$ cat config.mk
export PLATFORM = sky130hd
export DESIGN_NAME = rvc_decoder_top
export DESIGN_NICKNAME = d
export VERILOG_FILES = /design/src/rtl/rv_isa_pkg.sv /design/src/rtl/rvc_pkg.sv /design/src/rtl/rvc_stage_if.sv /design/src/rtl/rvc_classify.sv /design/src/rtl/rvc_expand.sv /design/src/rtl/rvc_decoder_top.sv
export SDC_FILE = /design/constraint.sdc
export NUM_CORES = 1
export LEC_CHECK = 0
export ABC_CLOCK_PERIOD_IN_PS = 6220
export BUFFER_PORTS_ARGS = -buffer_cell sky130_fd_sc_hd__clkbuf_2
export CAP_MARGIN = 20
export CORE_MARGIN = 2
export CORE_UTILIZATION = 43
export DETAILED_ROUTE_END_ITERATION = 16
export MAX_ROUTING_LAYER = met4
export PLACE_DENSITY = 0.67
export SKIP_LAST_GASP = 1
export SYNTH_ARGS = -nofsm -noshare
export SYNTH_HDL_FRONTEND = slang
export SYNTH_SLANG_ARGS = --single-unit
$ cat constraint.sdc
create_clock -name i_clk -period 6.22 [get_ports i_clk]
set_input_delay 0.933 -clock i_clk [delete_from_list [all_inputs] [get_ports i_clk]]
set_output_delay 0.933 -clock i_clk [all_outputs]
set_load 0.03 [all_outputs]
$ cat src/rtl/rv_isa_pkg.sv
package rv_isa_pkg;

  localparam int ILEN = 32;  // base instruction width
  localparam int CLEN = 16;  // compressed halfword width

  // major opcodes, low two bits always 11
  localparam logic [6:0] OPC_LOAD   = 7'h03;
  localparam logic [6:0] OPC_OP_IMM = 7'h13;
  localparam logic [6:0] OPC_STORE  = 7'h23;
  localparam logic [6:0] OPC_OP     = 7'h33;
  localparam logic [6:0] OPC_LUI    = 7'h37;
  localparam logic [6:0] OPC_BRANCH = 7'h63;
  localparam logic [6:0] OPC_JALR   = 7'h67;
  localparam logic [6:0] OPC_JAL    = 7'h6f;

  localparam logic [2:0] F3_ADD = 3'b000;  // add, addi, sub
  localparam logic [2:0] F3_SLL = 3'b001;
  localparam logic [2:0] F3_LW  = 3'b010;  // lw and sw share it
  localparam logic [2:0] F3_XOR = 3'b100;
  localparam logic [2:0] F3_SR  = 3'b101;  // srli and srai
  localparam logic [2:0] F3_OR  = 3'b110;
  localparam logic [2:0] F3_AND = 3'b111;
  localparam logic [2:0] F3_BEQ = 3'b000;
  localparam logic [2:0] F3_BNE = 3'b001;

  localparam logic [6:0] F7_ALT = 7'b0100000;  // sub, srai

  localparam logic [4:0] REG_ZERO = 5'd0;
  localparam logic [4:0] REG_RA   = 5'd1;
  localparam logic [4:0] REG_SP   = 5'd2;

  localparam logic [ILEN-1:0] EBREAK_WORD = 32'h0010_0073;

endpackage

$ cat src/rtl/rvc_pkg.sv
package rvc_pkg;

  // quadrant in bits 1:0
  localparam logic [1:0] Q0     = 2'b00;
  localparam logic [1:0] Q1     = 2'b01;
  localparam logic [1:0] Q2     = 2'b10;
  localparam logic [1:0] Q_NONE = 2'b11;  // full 32-bit word

  localparam int RVC_OP_W = 5;

  localparam logic [RVC_OP_W-1:0] RVC_OP_PASS     = 5'd0;
  localparam logic [RVC_OP_W-1:0] RVC_OP_ADDI4SPN = 5'd1;
  localparam logic [RVC_OP_W-1:0] RVC_OP_LW       = 5'd2;
  localparam logic [RVC_OP_W-1:0] RVC_OP_SW       = 5'd3;
  localparam logic [RVC_OP_W-1:0] RVC_OP_ADDI     = 5'd4;  // c.nop too
  localparam logic [RVC_OP_W-1:0] RVC_OP_LI       = 5'd5;
  localparam logic [RVC_OP_W-1:0] RVC_OP_LUI      = 5'd6;
  localparam logic [RVC_OP_W-1:0] RVC_OP_ADDI16SP = 5'd7;
  localparam logic [RVC_OP_W-1:0] RVC_OP_SRLI     = 5'd8;
  localparam logic [RVC_OP_W-1:0] RVC_OP_SRAI     = 5'd9;
  localparam logic [RVC_OP_W-1:0] RVC_OP_ANDI     = 5'd10;
  localparam logic [RVC_OP_W-1:0] RVC_OP_SUB      = 5'd11;
  localparam logic [RVC_OP_W-1:0] RVC_OP_XOR      = 5'd12;
  localparam logic [RVC_OP_W-1:0] RVC_OP_OR       = 5'd13;
  localparam logic [RVC_OP_W-1:0] RVC_OP_AND      = 5'd14;
  localparam logic [RVC_OP_W-1:0] RVC_OP_J        = 5'd15;
  localparam logic [RVC_OP_W-1:0] RVC_OP_BEQZ     = 5'd16;
  localparam logic [RVC_OP_W-1:0] RVC_OP_BNEZ     = 5'd17;
  localparam logic [RVC_OP_W-1:0] RVC_OP_SLLI     = 5'd18;
  localparam logic [RVC_OP_W-1:0] RVC_OP_LWSP     = 5'd19;
  localparam logic [RVC_OP_W-1:0] RVC_OP_SWSP     = 5'd20;
  localparam logic [RVC_OP_W-1:0] RVC_OP_MV       = 5'd21;
  localparam logic [RVC_OP_W-1:0] RVC_OP_ADD      = 5'd22;
  localparam logic [RVC_OP_W-1:0] RVC_OP_JR       = 5'd23;
  localparam logic [RVC_OP_W-1:0] RVC_OP_JALR     = 5'd24;
  localparam logic [RVC_OP_W-1:0] RVC_OP_EBREAK   = 5'd25;

  localparam logic [1:0] RVC_PRIME_BASE = 2'b01;  // x8..x15

  typedef struct packed {
    logic [3:0] funct4;
    logic [4:0] rd_rs1;
    logic [4:0] rs2;
    logic [1:0] op;
  } rvc_cr_t;

  typedef struct packed {
    logic [2:0] funct3;
    logic       imm_hi;  // bit 12
    logic [4:0] rd_rs1;
    logic [4:0] imm_lo;  // bits 6:2
    logic [1:0] op;
  } rvc_ci_t;

  typedef struct packed {
    logic [2:0] funct3;
    logic [5:0] imm;
    logic [4:0] rs2;
    logic [1:0] op;
  } rvc_css_t;

  typedef struct packed {
    logic [2:0] funct3;
    logic [7:0] imm;
    logic [2:0] rd_p;
    logic [1:0] op;
  } rvc_ciw_t;

  // shared by loads and stores
  typedef struct packed {
    logic [2:0] funct3;
    logic [2:0] imm_hi;
    logic [2:0] rs1_p;
    logic [1:0] imm_lo;
    logic [2:0] rd_rs2_p;
    logic [1:0] op;
  } rvc_cls_t;

  typedef struct packed {
    logic [2:0] funct3;
    logic       imm_hi;
    logic [1:0] funct2;  // bits 11:10, offset bits on branches
    logic [2:0] rs1_p;
    logic [4:0] imm_lo;
    logic [1:0] op;
  } rvc_cb_t;

  typedef struct packed {
    logic [2:0]  funct3;
    logic [10:0] target;
    logic [1:0]  op;
  } rvc_cj_t;

  typedef union packed {
    rvc_cr_t  cr;
    rvc_ci_t  ci;
    rvc_css_t css;
    rvc_ciw_t ciw;
    rvc_cls_t cls;
    rvc_cb_t  cb;
    rvc_cj_t  cj;
  } rvc_inst_u;

endpackage

$ cat src/rtl/rvc_stage_if.sv
`timescale 1ns/10ps

interface rvc_stage_if;

  logic                         valid;
  logic                         ready;
  logic [rv_isa_pkg::ILEN-1:0]  word;  // fetch word as received
  logic [rvc_pkg::RVC_OP_W-1:0] op;
  logic                         compressed;
  logic                         illegal;

  modport producer (
    output valid,
    output word,
    output op,
    output compressed,
    output illegal,
    input  ready
  );

  modport consumer (
    input  valid,
    input  word,
    input  op,
    input  compressed,
    input  illegal,
    output ready
  );

endinterface

$ cat src/rtl/rvc_classify.sv
`timescale 1ns/10ps

module rvc_classify (
  input  logic                        i_clk,
  input  logic                        i_reset,
  input  logic                        i_valid,
  output logic                        o_ready,
  input  logic [rv_isa_pkg::ILEN-1:0] i_inst,
  rvc_stage_if.producer               o_stage
);

  rvc_pkg::rvc_inst_u           half;
  logic [rvc_pkg::RVC_OP_W-1:0] op_next;
  logic                         illegal_next;
  logic                         compressed_next;
  logic                         zero_imm;
  logic                         take;

  logic                         valid_q;
  logic [rv_isa_pkg::ILEN-1:0]  word_q;
  logic [rvc_pkg::RVC_OP_W-1:0] op_q;
  logic                         compressed_q;
  logic                         illegal_q;

  assign half            = i_inst[rv_isa_pkg::CLEN-1:0];
  assign compressed_next = (half.cr.op != rvc_pkg::Q_NONE);
  assign zero_imm        = ({half.ci.imm_hi, half.ci.imm_lo} == 6'b0);  // bit 12 and 6:2

  assign o_ready = !valid_q || o_stage.ready;
  assign take    = i_valid && o_ready;

  always_comb begin
    op_next      = rvc_pkg::RVC_OP_PASS;
    illegal_next = 1'b0;
    case (half.cr.op)
      rvc_pkg::Q0: begin
        case (half.ci.funct3)
          3'b000: begin
            op_next      = rvc_pkg::RVC_OP_ADDI4SPN;
            illegal_next = (half.ciw.imm == 8'b0);
          end
          3'b010:  op_next = rvc_pkg::RVC_OP_LW;
          3'b110:  op_next = rvc_pkg::RVC_OP_SW;
          default: illegal_next = 1'b1;  // fp, rv64 and reserved slots
        endcase
      end
      rvc_pkg::Q1: begin
        case (half.ci.funct3)
          3'b000:  op_next = rvc_pkg::RVC_OP_ADDI;
          3'b010:  op_next = rvc_pkg::RVC_OP_LI;
          3'b011: begin
            op_next      = (half.ci.rd_rs1 == rv_isa_pkg::REG_SP) ?
                           rvc_pkg::RVC_OP_ADDI16SP : rvc_pkg::RVC_OP_LUI;
            illegal_next = zero_imm;
          end
          3'b100: begin
            case (half.cb.funct2)
              2'b00: begin
                op_next      = rvc_pkg::RVC_OP_SRLI;
                illegal_next = zero_imm;
              end
              2'b01: begin
                op_next      = rvc_pkg::RVC_OP_SRAI;
                illegal_next = zero_imm;
              end
              2'b10:   op_next = rvc_pkg::RVC_OP_ANDI;
              default: begin
                case ({half.cb.imm_hi, half.cb.imm_lo[4:3]})
                  3'b000:  op_next = rvc_pkg::RVC_OP_SUB;
                  3'b001:  op_next = rvc_pkg::RVC_OP_XOR;
                  3'b010:  op_next = rvc_pkg::RVC_OP_OR;
                  3'b011:  op_next = rvc_pkg::RVC_OP_AND;
                  default: illegal_next = 1'b1;  // word ops and reserved
                endcase
              end
            endcase
          end
          3'b101:  op_next = rvc_pkg::RVC_OP_J;
          3'b110:  op_next = rvc_pkg::RVC_OP_BEQZ;
          3'b111:  op_next = rvc_pkg::RVC_OP_BNEZ;
          default: illegal_next = 1'b1;  // c.jal / c.addiw slot, not handled
        endcase
      end
      rvc_pkg::Q2: begin
        case (half.ci.funct3)
          3'b000: begin
            op_next      = rvc_pkg::RVC_OP_SLLI;
            illegal_next = zero_imm || (half.ci.rd_rs1 == rv_isa_pkg::REG_ZERO);
          end
          3'b010: begin
            op_next      = rvc_pkg::RVC_OP_LWSP;
            illegal_next = (half.ci.rd_rs1 == rv_isa_pkg::REG_ZERO);
          end
          3'b100: begin
            if (!half.cr.funct4[0]) begin
              if (half.cr.rs2 != rv_isa_pkg::REG_ZERO) begin
                op_next = rvc_pkg::RVC_OP_MV;
              end else begin
                op_next      = rvc_pkg::RVC_OP_JR;
                illegal_next = (half.cr.rd_rs1 == rv_isa_pkg::REG_ZERO);
              end
            end else if (half.cr.rs2 != rv_isa_pkg::REG_ZERO) begin
              op_next = rvc_pkg::RVC_OP_ADD;
            end else if (half.cr.rd_rs1 == rv_isa_pkg::REG_ZERO) begin
              op_next = rvc_pkg::RVC_OP_EBREAK;
            end else begin
              op_next = rvc_pkg::RVC_OP_JALR;
            end
          end
          3'b110:  op_next = rvc_pkg::RVC_OP_SWSP;
          default: illegal_next = 1'b1;
        endcase
      end
      default: ;  // not compressed, pass through
    endcase
  end

  always_ff @(posedge i_clk) begin
    if (i_reset) begin
      valid_q <= 1'b0;
    end else if (o_ready) begin
      valid_q <= i_valid;
    end
  end

  always_ff @(posedge i_clk) begin
    if (take) begin
      word_q       <= i_inst;
      op_q         <= op_next;
      compressed_q <= compressed_next;
      illegal_q    <= illegal_next;
    end
  end

  assign o_stage.valid      = valid_q;
  assign o_stage.word       = word_q;
  assign o_stage.op         = op_q;
  assign o_stage.compressed = compressed_q;
  assign o_stage.illegal    = illegal_q;

  // an illegal flag is only ever raised on a compressed encoding
  a_illegal_is_compressed: assert property (@(posedge i_clk) disable iff (i_reset)
    o_stage.valid && o_stage.illegal |-> o_stage.compressed);

endmodule

$ cat src/rtl/rvc_expand.sv
`timescale 1ns/10ps

module rvc_expand (
  input  logic                        i_clk,
  input  logic                        i_reset,
  rvc_stage_if.consumer               i_stage,
  output logic                        o_valid,
  input  logic                        i_ready,
  output logic [rv_isa_pkg::ILEN-1:0] o_inst,
  output logic                        o_compressed,
  output logic                        o_illegal
);

  rvc_pkg::rvc_inst_u          c;
  logic [rv_isa_pkg::ILEN-1:0] inst_next;
  logic [11:0]                 ci_imm;    // sign extended 6-bit immediate
  logic [4:0]                  rs1_prime; // bits 9:7 mapped to x8..x15
  logic [4:0]                  rs2_prime; // bits 4:2 mapped to x8..x15
  logic                        take;

  assign c         = i_stage.word[rv_isa_pkg::CLEN-1:0];
  assign ci_imm    = {{6{c.ci.imm_hi}}, c.ci.imm_hi, c.ci.imm_lo};
  assign rs1_prime = {rvc_pkg::RVC_PRIME_BASE, c.cls.rs1_p};
  assign rs2_prime = {rvc_pkg::RVC_PRIME_BASE, c.cls.rd_rs2_p};

  assign i_stage.ready = !o_valid || i_ready;
  assign take          = i_stage.valid && i_stage.ready;

  always_comb begin
    inst_next = i_stage.word;
    if (!i_stage.illegal) begin
      case (i_stage.op)
        rvc_pkg::RVC_OP_ADDI4SPN: inst_next = {2'b0, c.ciw.imm[5:2], c.ciw.imm[7:6],
          c.ciw.imm[0], c.ciw.imm[1], 2'b00, rv_isa_pkg::REG_SP, rv_isa_pkg::F3_ADD,
          rvc_pkg::RVC_PRIME_BASE, c.ciw.rd_p, rv_isa_pkg::OPC_OP_IMM};
        rvc_pkg::RVC_OP_LW: inst_next = {5'b0, c.cls.imm_lo[0], c.cls.imm_hi,
          c.cls.imm_lo[1], 2'b00, rs1_prime, rv_isa_pkg::F3_LW, rs2_prime,
          rv_isa_pkg::OPC_LOAD};
        rvc_pkg::RVC_OP_SW: inst_next = {5'b0, c.cls.imm_lo[0], c.cls.imm_hi[2],
          rs2_prime, rs1_prime, rv_isa_pkg::F3_LW, c.cls.imm_hi[1:0], c.cls.imm_lo[1],
          2'b00, rv_isa_pkg::OPC_STORE};
        rvc_pkg::RVC_OP_ADDI: inst_next = {ci_imm, c.ci.rd_rs1, rv_isa_pkg::F3_ADD,
          c.ci.rd_rs1, rv_isa_pkg::OPC_OP_IMM};
        rvc_pkg::RVC_OP_LI: inst_next = {ci_imm, rv_isa_pkg::REG_ZERO, rv_isa_pkg::F3_ADD,
          c.ci.rd_rs1, rv_isa_pkg::OPC_OP_IMM};
        rvc_pkg::RVC_OP_LUI: inst_next = {{15{c.ci.imm_hi}}, c.ci.imm_lo, c.ci.rd_rs1,
          rv_isa_pkg::OPC_LUI};
        // nzimm[9|4|6|8:7|5] sits in bits 12 and 6:2
        rvc_pkg::RVC_OP_ADDI16SP: inst_next = {{3{c.ci.imm_hi}}, c.ci.imm_lo[2:1],
          c.ci.imm_lo[3], c.ci.imm_lo[0], c.ci.imm_lo[4], 4'b0, rv_isa_pkg::REG_SP,
          rv_isa_pkg::F3_ADD, rv_isa_pkg::REG_SP, rv_isa_pkg::OPC_OP_IMM};
        rvc_pkg::RVC_OP_SRLI: inst_next = {6'b0, c.cb.imm_hi, c.cb.imm_lo, rs1_prime,
          rv_isa_pkg::F3_SR, rs1_prime, rv_isa_pkg::OPC_OP_IMM};
        rvc_pkg::RVC_OP_SRAI: inst_next = {rv_isa_pkg::F7_ALT[6:1], c.cb.imm_hi,
          c.cb.imm_lo, rs1_prime, rv_isa_pkg::F3_SR, rs1_prime, rv_isa_pkg::OPC_OP_IMM};
        rvc_pkg::RVC_OP_ANDI: inst_next = {ci_imm, rs1_prime, rv_isa_pkg::F3_AND,
          rs1_prime, rv_isa_pkg::OPC_OP_IMM};
        rvc_pkg::RVC_OP_SUB: inst_next = {rv_isa_pkg::F7_ALT, rs2_prime, rs1_prime,
          rv_isa_pkg::F3_ADD, rs1_prime, rv_isa_pkg::OPC_OP};
        rvc_pkg::RVC_OP_XOR: inst_next = {7'b0, rs2_prime, rs1_prime,
          rv_isa_pkg::F3_XOR, rs1_prime, rv_isa_pkg::OPC_OP};
        rvc_pkg::RVC_OP_OR: inst_next = {7'b0, rs2_prime, rs1_prime,
          rv_isa_pkg::F3_OR, rs1_prime, rv_isa_pkg::OPC_OP};
        rvc_pkg::RVC_OP_AND: inst_next = {7'b0, rs2_prime, rs1_prime,
          rv_isa_pkg::F3_AND, rs1_prime, rv_isa_pkg::OPC_OP};
        // offset[11|4|9:8|10|6|7|3:1|5] in target
        rvc_pkg::RVC_OP_J: inst_next = {c.cj.target[10], c.cj.target[6],
          c.cj.target[8:7], c.cj.target[4], c.cj.target[5], c.cj.target[0],
          c.cj.target[9], c.cj.target[3:1], {9{c.cj.target[10]}},
          rv_isa_pkg::REG_ZERO, rv_isa_pkg::OPC_JAL};
        rvc_pkg::RVC_OP_BEQZ: inst_next = {{4{c.cb.imm_hi}}, c.cb.imm_lo[4:3],
          c.cb.imm_lo[0], rv_isa_pkg::REG_ZERO, rs1_prime, rv_isa_pkg::F3_BEQ,
          c.cb.funct2, c.cb.imm_lo[2:1], c.cb.imm_hi, rv_isa_pkg::OPC_BRANCH};
        rvc_pkg::RVC_OP_BNEZ: inst_next = {{4{c.cb.imm_hi}}, c.cb.imm_lo[4:3],
          c.cb.imm_lo[0], rv_isa_pkg::REG_ZERO, rs1_prime, rv_isa_pkg::F3_BNE,
          c.cb.funct2, c.cb.imm_lo[2:1], c.cb.imm_hi, rv_isa_pkg::OPC_BRANCH};
        rvc_pkg::RVC_OP_SLLI: inst_next = {6'b0, c.ci.imm_hi, c.ci.imm_lo, c.ci.rd_rs1,
          rv_isa_pkg::F3_SLL, c.ci.rd_rs1, rv_isa_pkg::OPC_OP_IMM};
        rvc_pkg::RVC_OP_LWSP: inst_next = {4'b0, c.ci.imm_lo[1:0], c.ci.imm_hi,
          c.ci.imm_lo[4:2], 2'b00, rv_isa_pkg::REG_SP, rv_isa_pkg::F3_LW, c.ci.rd_rs1,
          rv_isa_pkg::OPC_LOAD};
        rvc_pkg::RVC_OP_SWSP: inst_next = {4'b0, c.css.imm[1:0], c.css.imm[5],
          c.css.rs2, rv_isa_pkg::REG_SP, rv_isa_pkg::F3_LW, c.css.imm[4:2], 2'b00,
          rv_isa_pkg::OPC_STORE};
        rvc_pkg::RVC_OP_MV: inst_next = {7'b0, c.cr.rs2, rv_isa_pkg::REG_ZERO,
          rv_isa_pkg::F3_ADD, c.cr.rd_rs1, rv_isa_pkg::OPC_OP};
        rvc_pkg::RVC_OP_ADD: inst_next = {7'b0, c.cr.rs2, c.cr.rd_rs1,
          rv_isa_pkg::F3_ADD, c.cr.rd_rs1, rv_isa_pkg::OPC_OP};
        rvc_pkg::RVC_OP_JR: inst_next = {12'b0, c.cr.rd_rs1, 3'b000,
          rv_isa_pkg::REG_ZERO, rv_isa_pkg::OPC_JALR};
        rvc_pkg::RVC_OP_JALR: inst_next = {12'b0, c.cr.rd_rs1, 3'b000,
          rv_isa_pkg::REG_RA, rv_isa_pkg::OPC_JALR};
        rvc_pkg::RVC_OP_EBREAK: inst_next = rv_isa_pkg::EBREAK_WORD;
        default: inst_next = i_stage.word;  // RVC_OP_PASS
      endcase
    end
  end

  always_ff @(posedge i_clk) begin
    if (i_reset) begin
      o_valid <= 1'b0;
    end else if (i_stage.ready) begin
      o_valid <= i_stage.valid;
    end
  end

  always_ff @(posedge i_clk) begin
    if (take) begin
      o_inst       <= inst_next;
      o_compressed <= i_stage.compressed;
      o_illegal    <= i_stage.illegal;
    end
  end

  // held output item must not change under back-pressure
  a_hold_stable: assert property (@(posedge i_clk) disable iff (i_reset)
    o_valid && !i_ready |=> o_valid && $stable(o_inst) && $stable(o_compressed)
      && $stable(o_illegal));

endmodule

$ cat src/rtl/rvc_decoder_top.sv
`timescale 1ns/10ps

module rvc_decoder_top (
  input  logic                        i_clk,
  input  logic                        i_reset,
  input  logic                        i_valid,
  input  logic [rv_isa_pkg::ILEN-1:0] i_inst,
  output logic                        o_ready,
  output logic                        o_valid,
  input  logic                        i_ready,
  output logic [rv_isa_pkg::ILEN-1:0] o_inst,
  output logic                        o_compressed,
  output logic                        o_illegal
);

  rvc_stage_if stage_if ();  // classify -> expand

  rvc_classify rvc_classify_inst (
    .i_clk   (i_clk),
    .i_reset (i_reset),
    .i_valid (i_valid),
    .o_ready (o_ready),
    .i_inst  (i_inst),
    .o_stage (stage_if.producer)
  );

  rvc_expand rvc_expand_inst (
    .i_clk        (i_clk),
    .i_reset      (i_reset),
    .i_stage      (stage_if.consumer),
    .o_valid      (o_valid),
    .i_ready      (i_ready),
    .o_inst       (o_inst),
    .o_compressed (o_compressed),
    .o_illegal    (o_illegal)
  );

endmodule

# Yosys cells after proc, flatten, opt, wreduce, memory -nomap -nowiden

Index checks and enable logic that the tools add are counted.

Eq/ne operators: 40
Muxes and demuxes: 21
Reductions and logical operators: 19

Operators by type and width:

| kind                                                                  | number |
|---|---|
| 32-bit case mux with 25 select lines                                  | 1 |
| 5-bit equality test, second input constant                            | 10 |
| 5-bit by 4-bit equality test with 1-bit output, second input constant | 8 |
| 5-bit case mux with 7 select lines                                    | 1 |
| 32-bit 2-to-1 mux                                                     | 1 |
| 5-bit case mux with 3 select lines                                    | 2 |
| 5-bit by 3-bit equality test with 1-bit output, second input constant | 4 |
| 5-bit case mux with 4 select lines                                    | 1 |
| 4-bit case mux with 4 select lines                                    | 1 |
| 5-bit by 2-bit equality test with 1-bit output, second input constant | 3 |
| 3-bit by 2-bit equality test with 1-bit output, second input constant | 4 |
| 3-bit equality test, second input constant                            | 4 |
| 5-bit 2-to-1 mux                                                      | 2 |
| 8-bit logical NOT                                                     | 1 |
| 3-bit logical NOT                                                     | 2 |
| 6-bit logical NOT                                                     | 1 |
| 1-bit case mux with 3 select lines                                    | 2 |
| 2-bit case mux with 3 select lines                                    | 1 |
| 5-bit by 1-bit equality test with 1-bit output, second input constant | 1 |
| 5-bit logical NOT                                                     | 1 |
| 1-bit 2-to-1 mux                                                      | 5 |
| 5-bit nonzero test                                                    | 1 |
| 5-bit OR reduction                                                    | 1 |
| 2-bit by 1-bit equality test with 1-bit output, second input constant | 2 |
| 12 further kinds                                                      | 20 |

Register bits after elaboration: 75
Input bits: 36
Output and inout bits: 36
Word-level logic and storage cells: 89

# Depth between registers and ports, before layout

Depth in word-level cells: 6
Gate-level depth with buffers: 8
Depth with buffers taken out: 7

# Hierarchy

A second synthesis with hierarchy kept.

Cell total of the unflattened synthesis: 451
Area, all modules: 4,362.9 um2

By module, submodules not included:

| module       | times used | cells each | area each (um2) | seq. area each (um2) |
|---|---|---|---|---|
| rvc_expand   | 1          | 337        | 2,737.6         | 1,041.0 |
| rvc_classify | 1          | 114        | 1,625.3         | 1,191.1 |

# Worst setup path after synthesis

OpenSTA, ideal clock, no wires.

Kind: input to register
Start: input port i_ready
End: register rvc_expand_inst.o_compressed, enable pin
Library setup time: 0.429 ns
Arrival: 2.540 ns
Required time: 5.791 ns
Slack: 3.251 ns
Stages: 2
Path buffers: 0
Path through: nor2b_1 -> nor2b_1

Cells in the longest elaborated chain, start to end: 2

RTL lines:

| item                           | RTL line              | RTL |
|---|---|---|
| from (decl)                    | rvc_decoder_top.sv:10 | `input logic i_ready,` |
| 1-bit logical OR               | rvc_expand.sv:26      | `assign i_stage.ready = !o_valid \|\| i_ready;` |
| 1-bit logical AND              | rvc_expand.sv:27      | `assign take = i_stage.valid && i_stage.ready;` |
| named net rvc_expand_inst.take | rvc_expand.sv:19      | `logic take;` |
| to (signal assigned)           | rvc_expand.sv:110     | `o_compressed <= i_stage.compressed;` |
| to (decl)                      | rvc_expand.sv:10      | `output logic o_compressed,` |

The timed path passes the listed nets, and every way through them passes these cells.
A chain may end at the register's enable or synchronous reset.

# Worst setup path in the final report

Start: register rvc_classify_inst.op_q (netlist bit rvc_classify_inst.o_stage.op[1])
End: register rvc_expand_inst.o_inst[23] in the netlist's numbering, data pin

Cells in the longest elaborated chain, start to end: 3
Elaborated cells between the ends (all ways): 27
Classes of those cells: eq/ne (25); mux (2)

RTL lines:

| item                                              | RTL line            | RTL |
|---|---|---|
| from (decl)                                       | rvc_classify.sv:21  | `logic [rvc_pkg::RVC_OP_W-1:0] op_q;` |
| from (signal assigned)                            | rvc_classify.sv:129 | `op_q <= op_next;` |
| 5-bit equality test, or another cell as far along | rvc_expand.sv:32    | `case (i_stage.op)` |
| 32-bit case mux with 25 select lines *            | rvc_expand.sv:32    |  |
| 32-bit 2-to-1 mux *                               | rvc_expand.sv:31    | `if (!i_stage.illegal) begin` |
| named net rvc_expand_inst.inst_next, one bit      | rvc_expand.sv:15    | `logic [rv_isa_pkg::ILEN-1:0] inst_next;` |
| to (signal assigned)                              | rvc_expand.sv:109   | `o_inst <= inst_next;` |
| to (decl)                                         | rvc_expand.sv:9     | `output logic [rv_isa_pkg::ILEN-1:0] o_inst,` |

Mark *: on every way through the listed nets, which the timed path passes. The rest lies on a longest branch.

==> key figures <==
Pwr
  – Pwr Density: approximately 250 nW/um^2
  – Static Leak: around 1.8 nW
  – Sequential share of power: 48.3%
  – Total net switching power: about 400 uW
  – Clock power share: a little under a third
  – Int Pwr: 873 uW
  – Sw frac: between 30% and 40%
  – Logic gate share of total power: 21.1%
  – Power Total: approximately 1.3 mW
  – VDD IR max: approximately 0.00011 V

STA
  – Final hold slack: 427 ps
  – Final setup vio count: 0
  – Max-slew violation count: 0
  – Unrepaired setup endpoints after global routing: no
  – FMAX: 0.382 GHz
  – Fin. Hold Viols: 0
  – Crit path time final: approximately 2600 ps
  – Slew Limit Headroom: between 30% and 40%
  – Period utilization: a little over two fifths
  – Setup ws final: 3600 ps
  – Total negative slack: 0 ps
  – Worst slew pin tran: roughly 1000 ps
  – Clk_skew: about 8 ps

GRT
  – All-Layer GR Usage: 24.8%
  – M1 GR Usage: 30.9%
  – First-pass GRT wire length: a little over 20 mm
  – Global routing's busiest layer: met2
  – Initial antenna violation count: 0
  – Met2 Use GR: 38.0%
  – Vias in the first global route: around 3.8k
  – Largest net degree at the start of global routing: 48
  – Total global routing overflow: 0
  – Met3 GRT Util: 5.46%

Worst setup path
  – Worst Path Max Fanout: 36
  – CP arrival: around 2800 ps
  – Crit-path cells: buf_4, nor2_1, nand2_1, o221ai_2, buf_4, a211oi_1, a21oi_1
  – Crit-path slowest cell: nor2_1
  – Critical Path Max Stage Delay: roughly 590 ps
  – Crit Path Category: reg -> reg
  – CP startpoint kind: flip-flop
  – CP Capture Type: flip-flop
  – R2R depth: 7
  – Worst EP required: 6420 ps
  – Cell mode on critical path: buf_4

Synth
  – Count leader, synth: edfxtp_1
  – Post-synth net total: ~480
  – Synthesis-stage register bit count: 75
  – Top-area cell type share of the netlist area: 48.6%
  – Post-synth top area cell: edfxtp_1
  – Post-Synthesis Cells: between 400 and 500
  – Top FF cell, synth: edfxtp_1
  – Synth top area cells: edfxtp_1 49%, o21ai_0 4.9%, a21oi_1 3.5%
  – Synth unique cells: 76
  – Synth async-reset ratio: 0%
  – Mapped cell area: about 4500 um^2
  – Synth top cells by count: 73 x edfxtp_1, 44 x o21ai_0, 39 x nand2_1, 37 x nor2_1, 32 x a21oi_1
  – Mapped Avg Cell Area: about 10 um^2
  – Syn. warnings: 0
  – Sequential element share of the synthesized area: between 40% and 50%
  – Post-synth EDFFs: 73

Clocking
  – CTS HTree Levels: 3
  – Post-CTS setup buffer count: 0
  – Worst-Skew Late Latency: around 360 ps
  – CTS sink count: 75
  – CTS tree: yes
  – Number of CTS-inserted buffers: 9
  – CTS Buffer Depth: 2
  – Post-CTS sizing: 0
  – Hold-fix buffers, CTS: 0
  – CTS Root Cell: clkbuf_8
  – Reg clk slew, reported paths: approximately 80 ps

Final layout
  – Final instance area: slightly above 5000 um^2
  – Layout net count: approximately 530
  – N_diodes: 0
  – Post-Route Utilization: about half
  – Share of layout cells above drive strength 1: 22.9%
  – Synth-to-layout area growth: 11.9%
  – Layout Cells excl Fill: approximately 640
  – Total of fill cells in the finished design: slightly below 1k

Drt
  – Routed wire per std cell: approximately 20 um
  – DR vias: between 3k and 4k
  – Antenna Nets Post-Route: 0
  – Remaining DRCs: 0
  – Drt first pass iters: 5
  – Final WL: 13.0 mm
  – Initial DRC Count: between 400 and 500
  – Vias per cell: between 6 and 7

Min path
  – Class of the worst hold path: reg -> reg
  – Hold path cells: 0

Flow run
  – Max-cap violations: 0

Floorplanning
  – I/O Pins: 72
  – Die X: roughly 110 um
  – Total core area: a little over 10,000 um^2
  – DIE AREA: approximately 11,000 um^2
  – Die height: approximately 110 um
  – Starting Density: 43.9%
  – Cell Rows: 37

Placed design
  – Placed cell areas: approximately 4800 um^2
  – Dpl cells: 622
  – Port bufs: 71
  – Dpl hpwl: 8.93 mm
  – DP Worst Slack: ~3600 ps
  – GPL Wtd Cong: ~1

Run status
  – Outcome: finished, final reports clean
-- critical path, delay by kind of cell, from the launching register on --
family	cells	cell delay (ps)
DFF	1	360
AOI/OAI and AO/OA	3	620
buffers and inverters	2	620
and+or+nand+nor	2	850
-- sequential cells by signal, indices dropped and copies added (netlist names) --
name                                  cells
rvc_classify_inst.o_stage.compressed      1
rvc_classify_inst.o_stage.illegal         1
rvc_classify_inst.o_stage.word           32
rvc_expand_inst.o_inst                   32
rvc_expand_inst.o_compressed              1
rvc_classify_inst.o_stage.valid           1
rvc_expand_inst.o_illegal                 1
rvc_expand_inst.o_valid                   1
rvc_classify_inst.o_stage.op              5
-- final timing paths --
kind / slack [ps] / startpoint / to
max: 3600 / rvc_classify_inst.o_stage.op[1] / rvc_expand_inst.o_inst[23]
min: 430 / rvc_classify_inst.o_stage.compressed / rvc_expand_inst.o_compressed
max reg2reg: 3600 / rvc_classify_inst.o_stage.op[1] / rvc_expand_inst.o_inst[23]
min reg2reg: 430 / rvc_classify_inst.o_stage.compressed / rvc_expand_inst.o_compressed
-- power groups by stage --
stage | clock (mW) | sequential, mW | combinational [mW]
final | 0.390 | 0.613 | 0.268
after global routing | 0.425 | 0.615 | 0.293
after CTS | 0.403 | 0.613 | 0.265
after detailed placement | 0 | 0.624 | 0.264
after global placement | 0 | 0.624 | 0.264
after floorplan | 0 | 0.647 | 0.170
-- kinds of logic after synthesis --
| family | Yosys count | synth area share, % |
|---|---|---|
| AO/OA/AOI/OAI | 171 | 25.2 |
| AND/OR/NAND/NOR | 144 | 17.1 |
| flip-flops | 75 | 49.5 |
| buffers and inverters | 48 | 6.71 |
| XOR/XNOR | 3 | 0.582 |
| multiplexers | 2 | 0.471 |
| adder cells (fa/ha/maj) | 2 | 0.499 |
-- final cells by class --
| type | count | area (um^2) | share of cell area [%] |
|---|---|---|---|
| clock buffer | 9 | 124 | 2.45 |
| clock inverter | 7 | 83.8 | 1.66 |
| tap | 136 | 170 | 3.37 |
| inverter | 12 | 45.0 | 0.892 |
| multi-input combinational | 322 | 1990 | 39.5 |
| sequential | 75 | 2230 | 44.2 |
| timing repair buffer | 77 | 400 | 7.93 |
-- placed cells by master, fill, tap and decap left out, types with 3 or more instances in the layout --
cell type   n
o21a_1      6
nand2b_1   13
nor2b_4     4
o221ai_1    3
edfxtp_1   73
o22ai_1     4
a21o_1      4
nor3_1     11
a21oi_1    32
a22oi_1     4
nor2_1     37
o21ai_1     8
a211o_1     3
a311oi_1    4
a2bb2oi_1   3
o31ai_1     3
a31oi_1    13
clkbuf_2   71
nand3_1     7
a211oi_1    8
o21ai_0    44
nand2_1    39
inv_1      10
buf_4       6
o211ai_1    3
nor2b_1    10
clkbuf_8    9
-- routing by layer --
layer	wire, um	vias up	part of all wire (%)
met1	5190	1826	40
met3	1140	60	8.7
met4	624	0	4.8
met2	6090	231	47
li1	-	1804	-
met5	0	-	0
(Power assumes the default switching activity.)
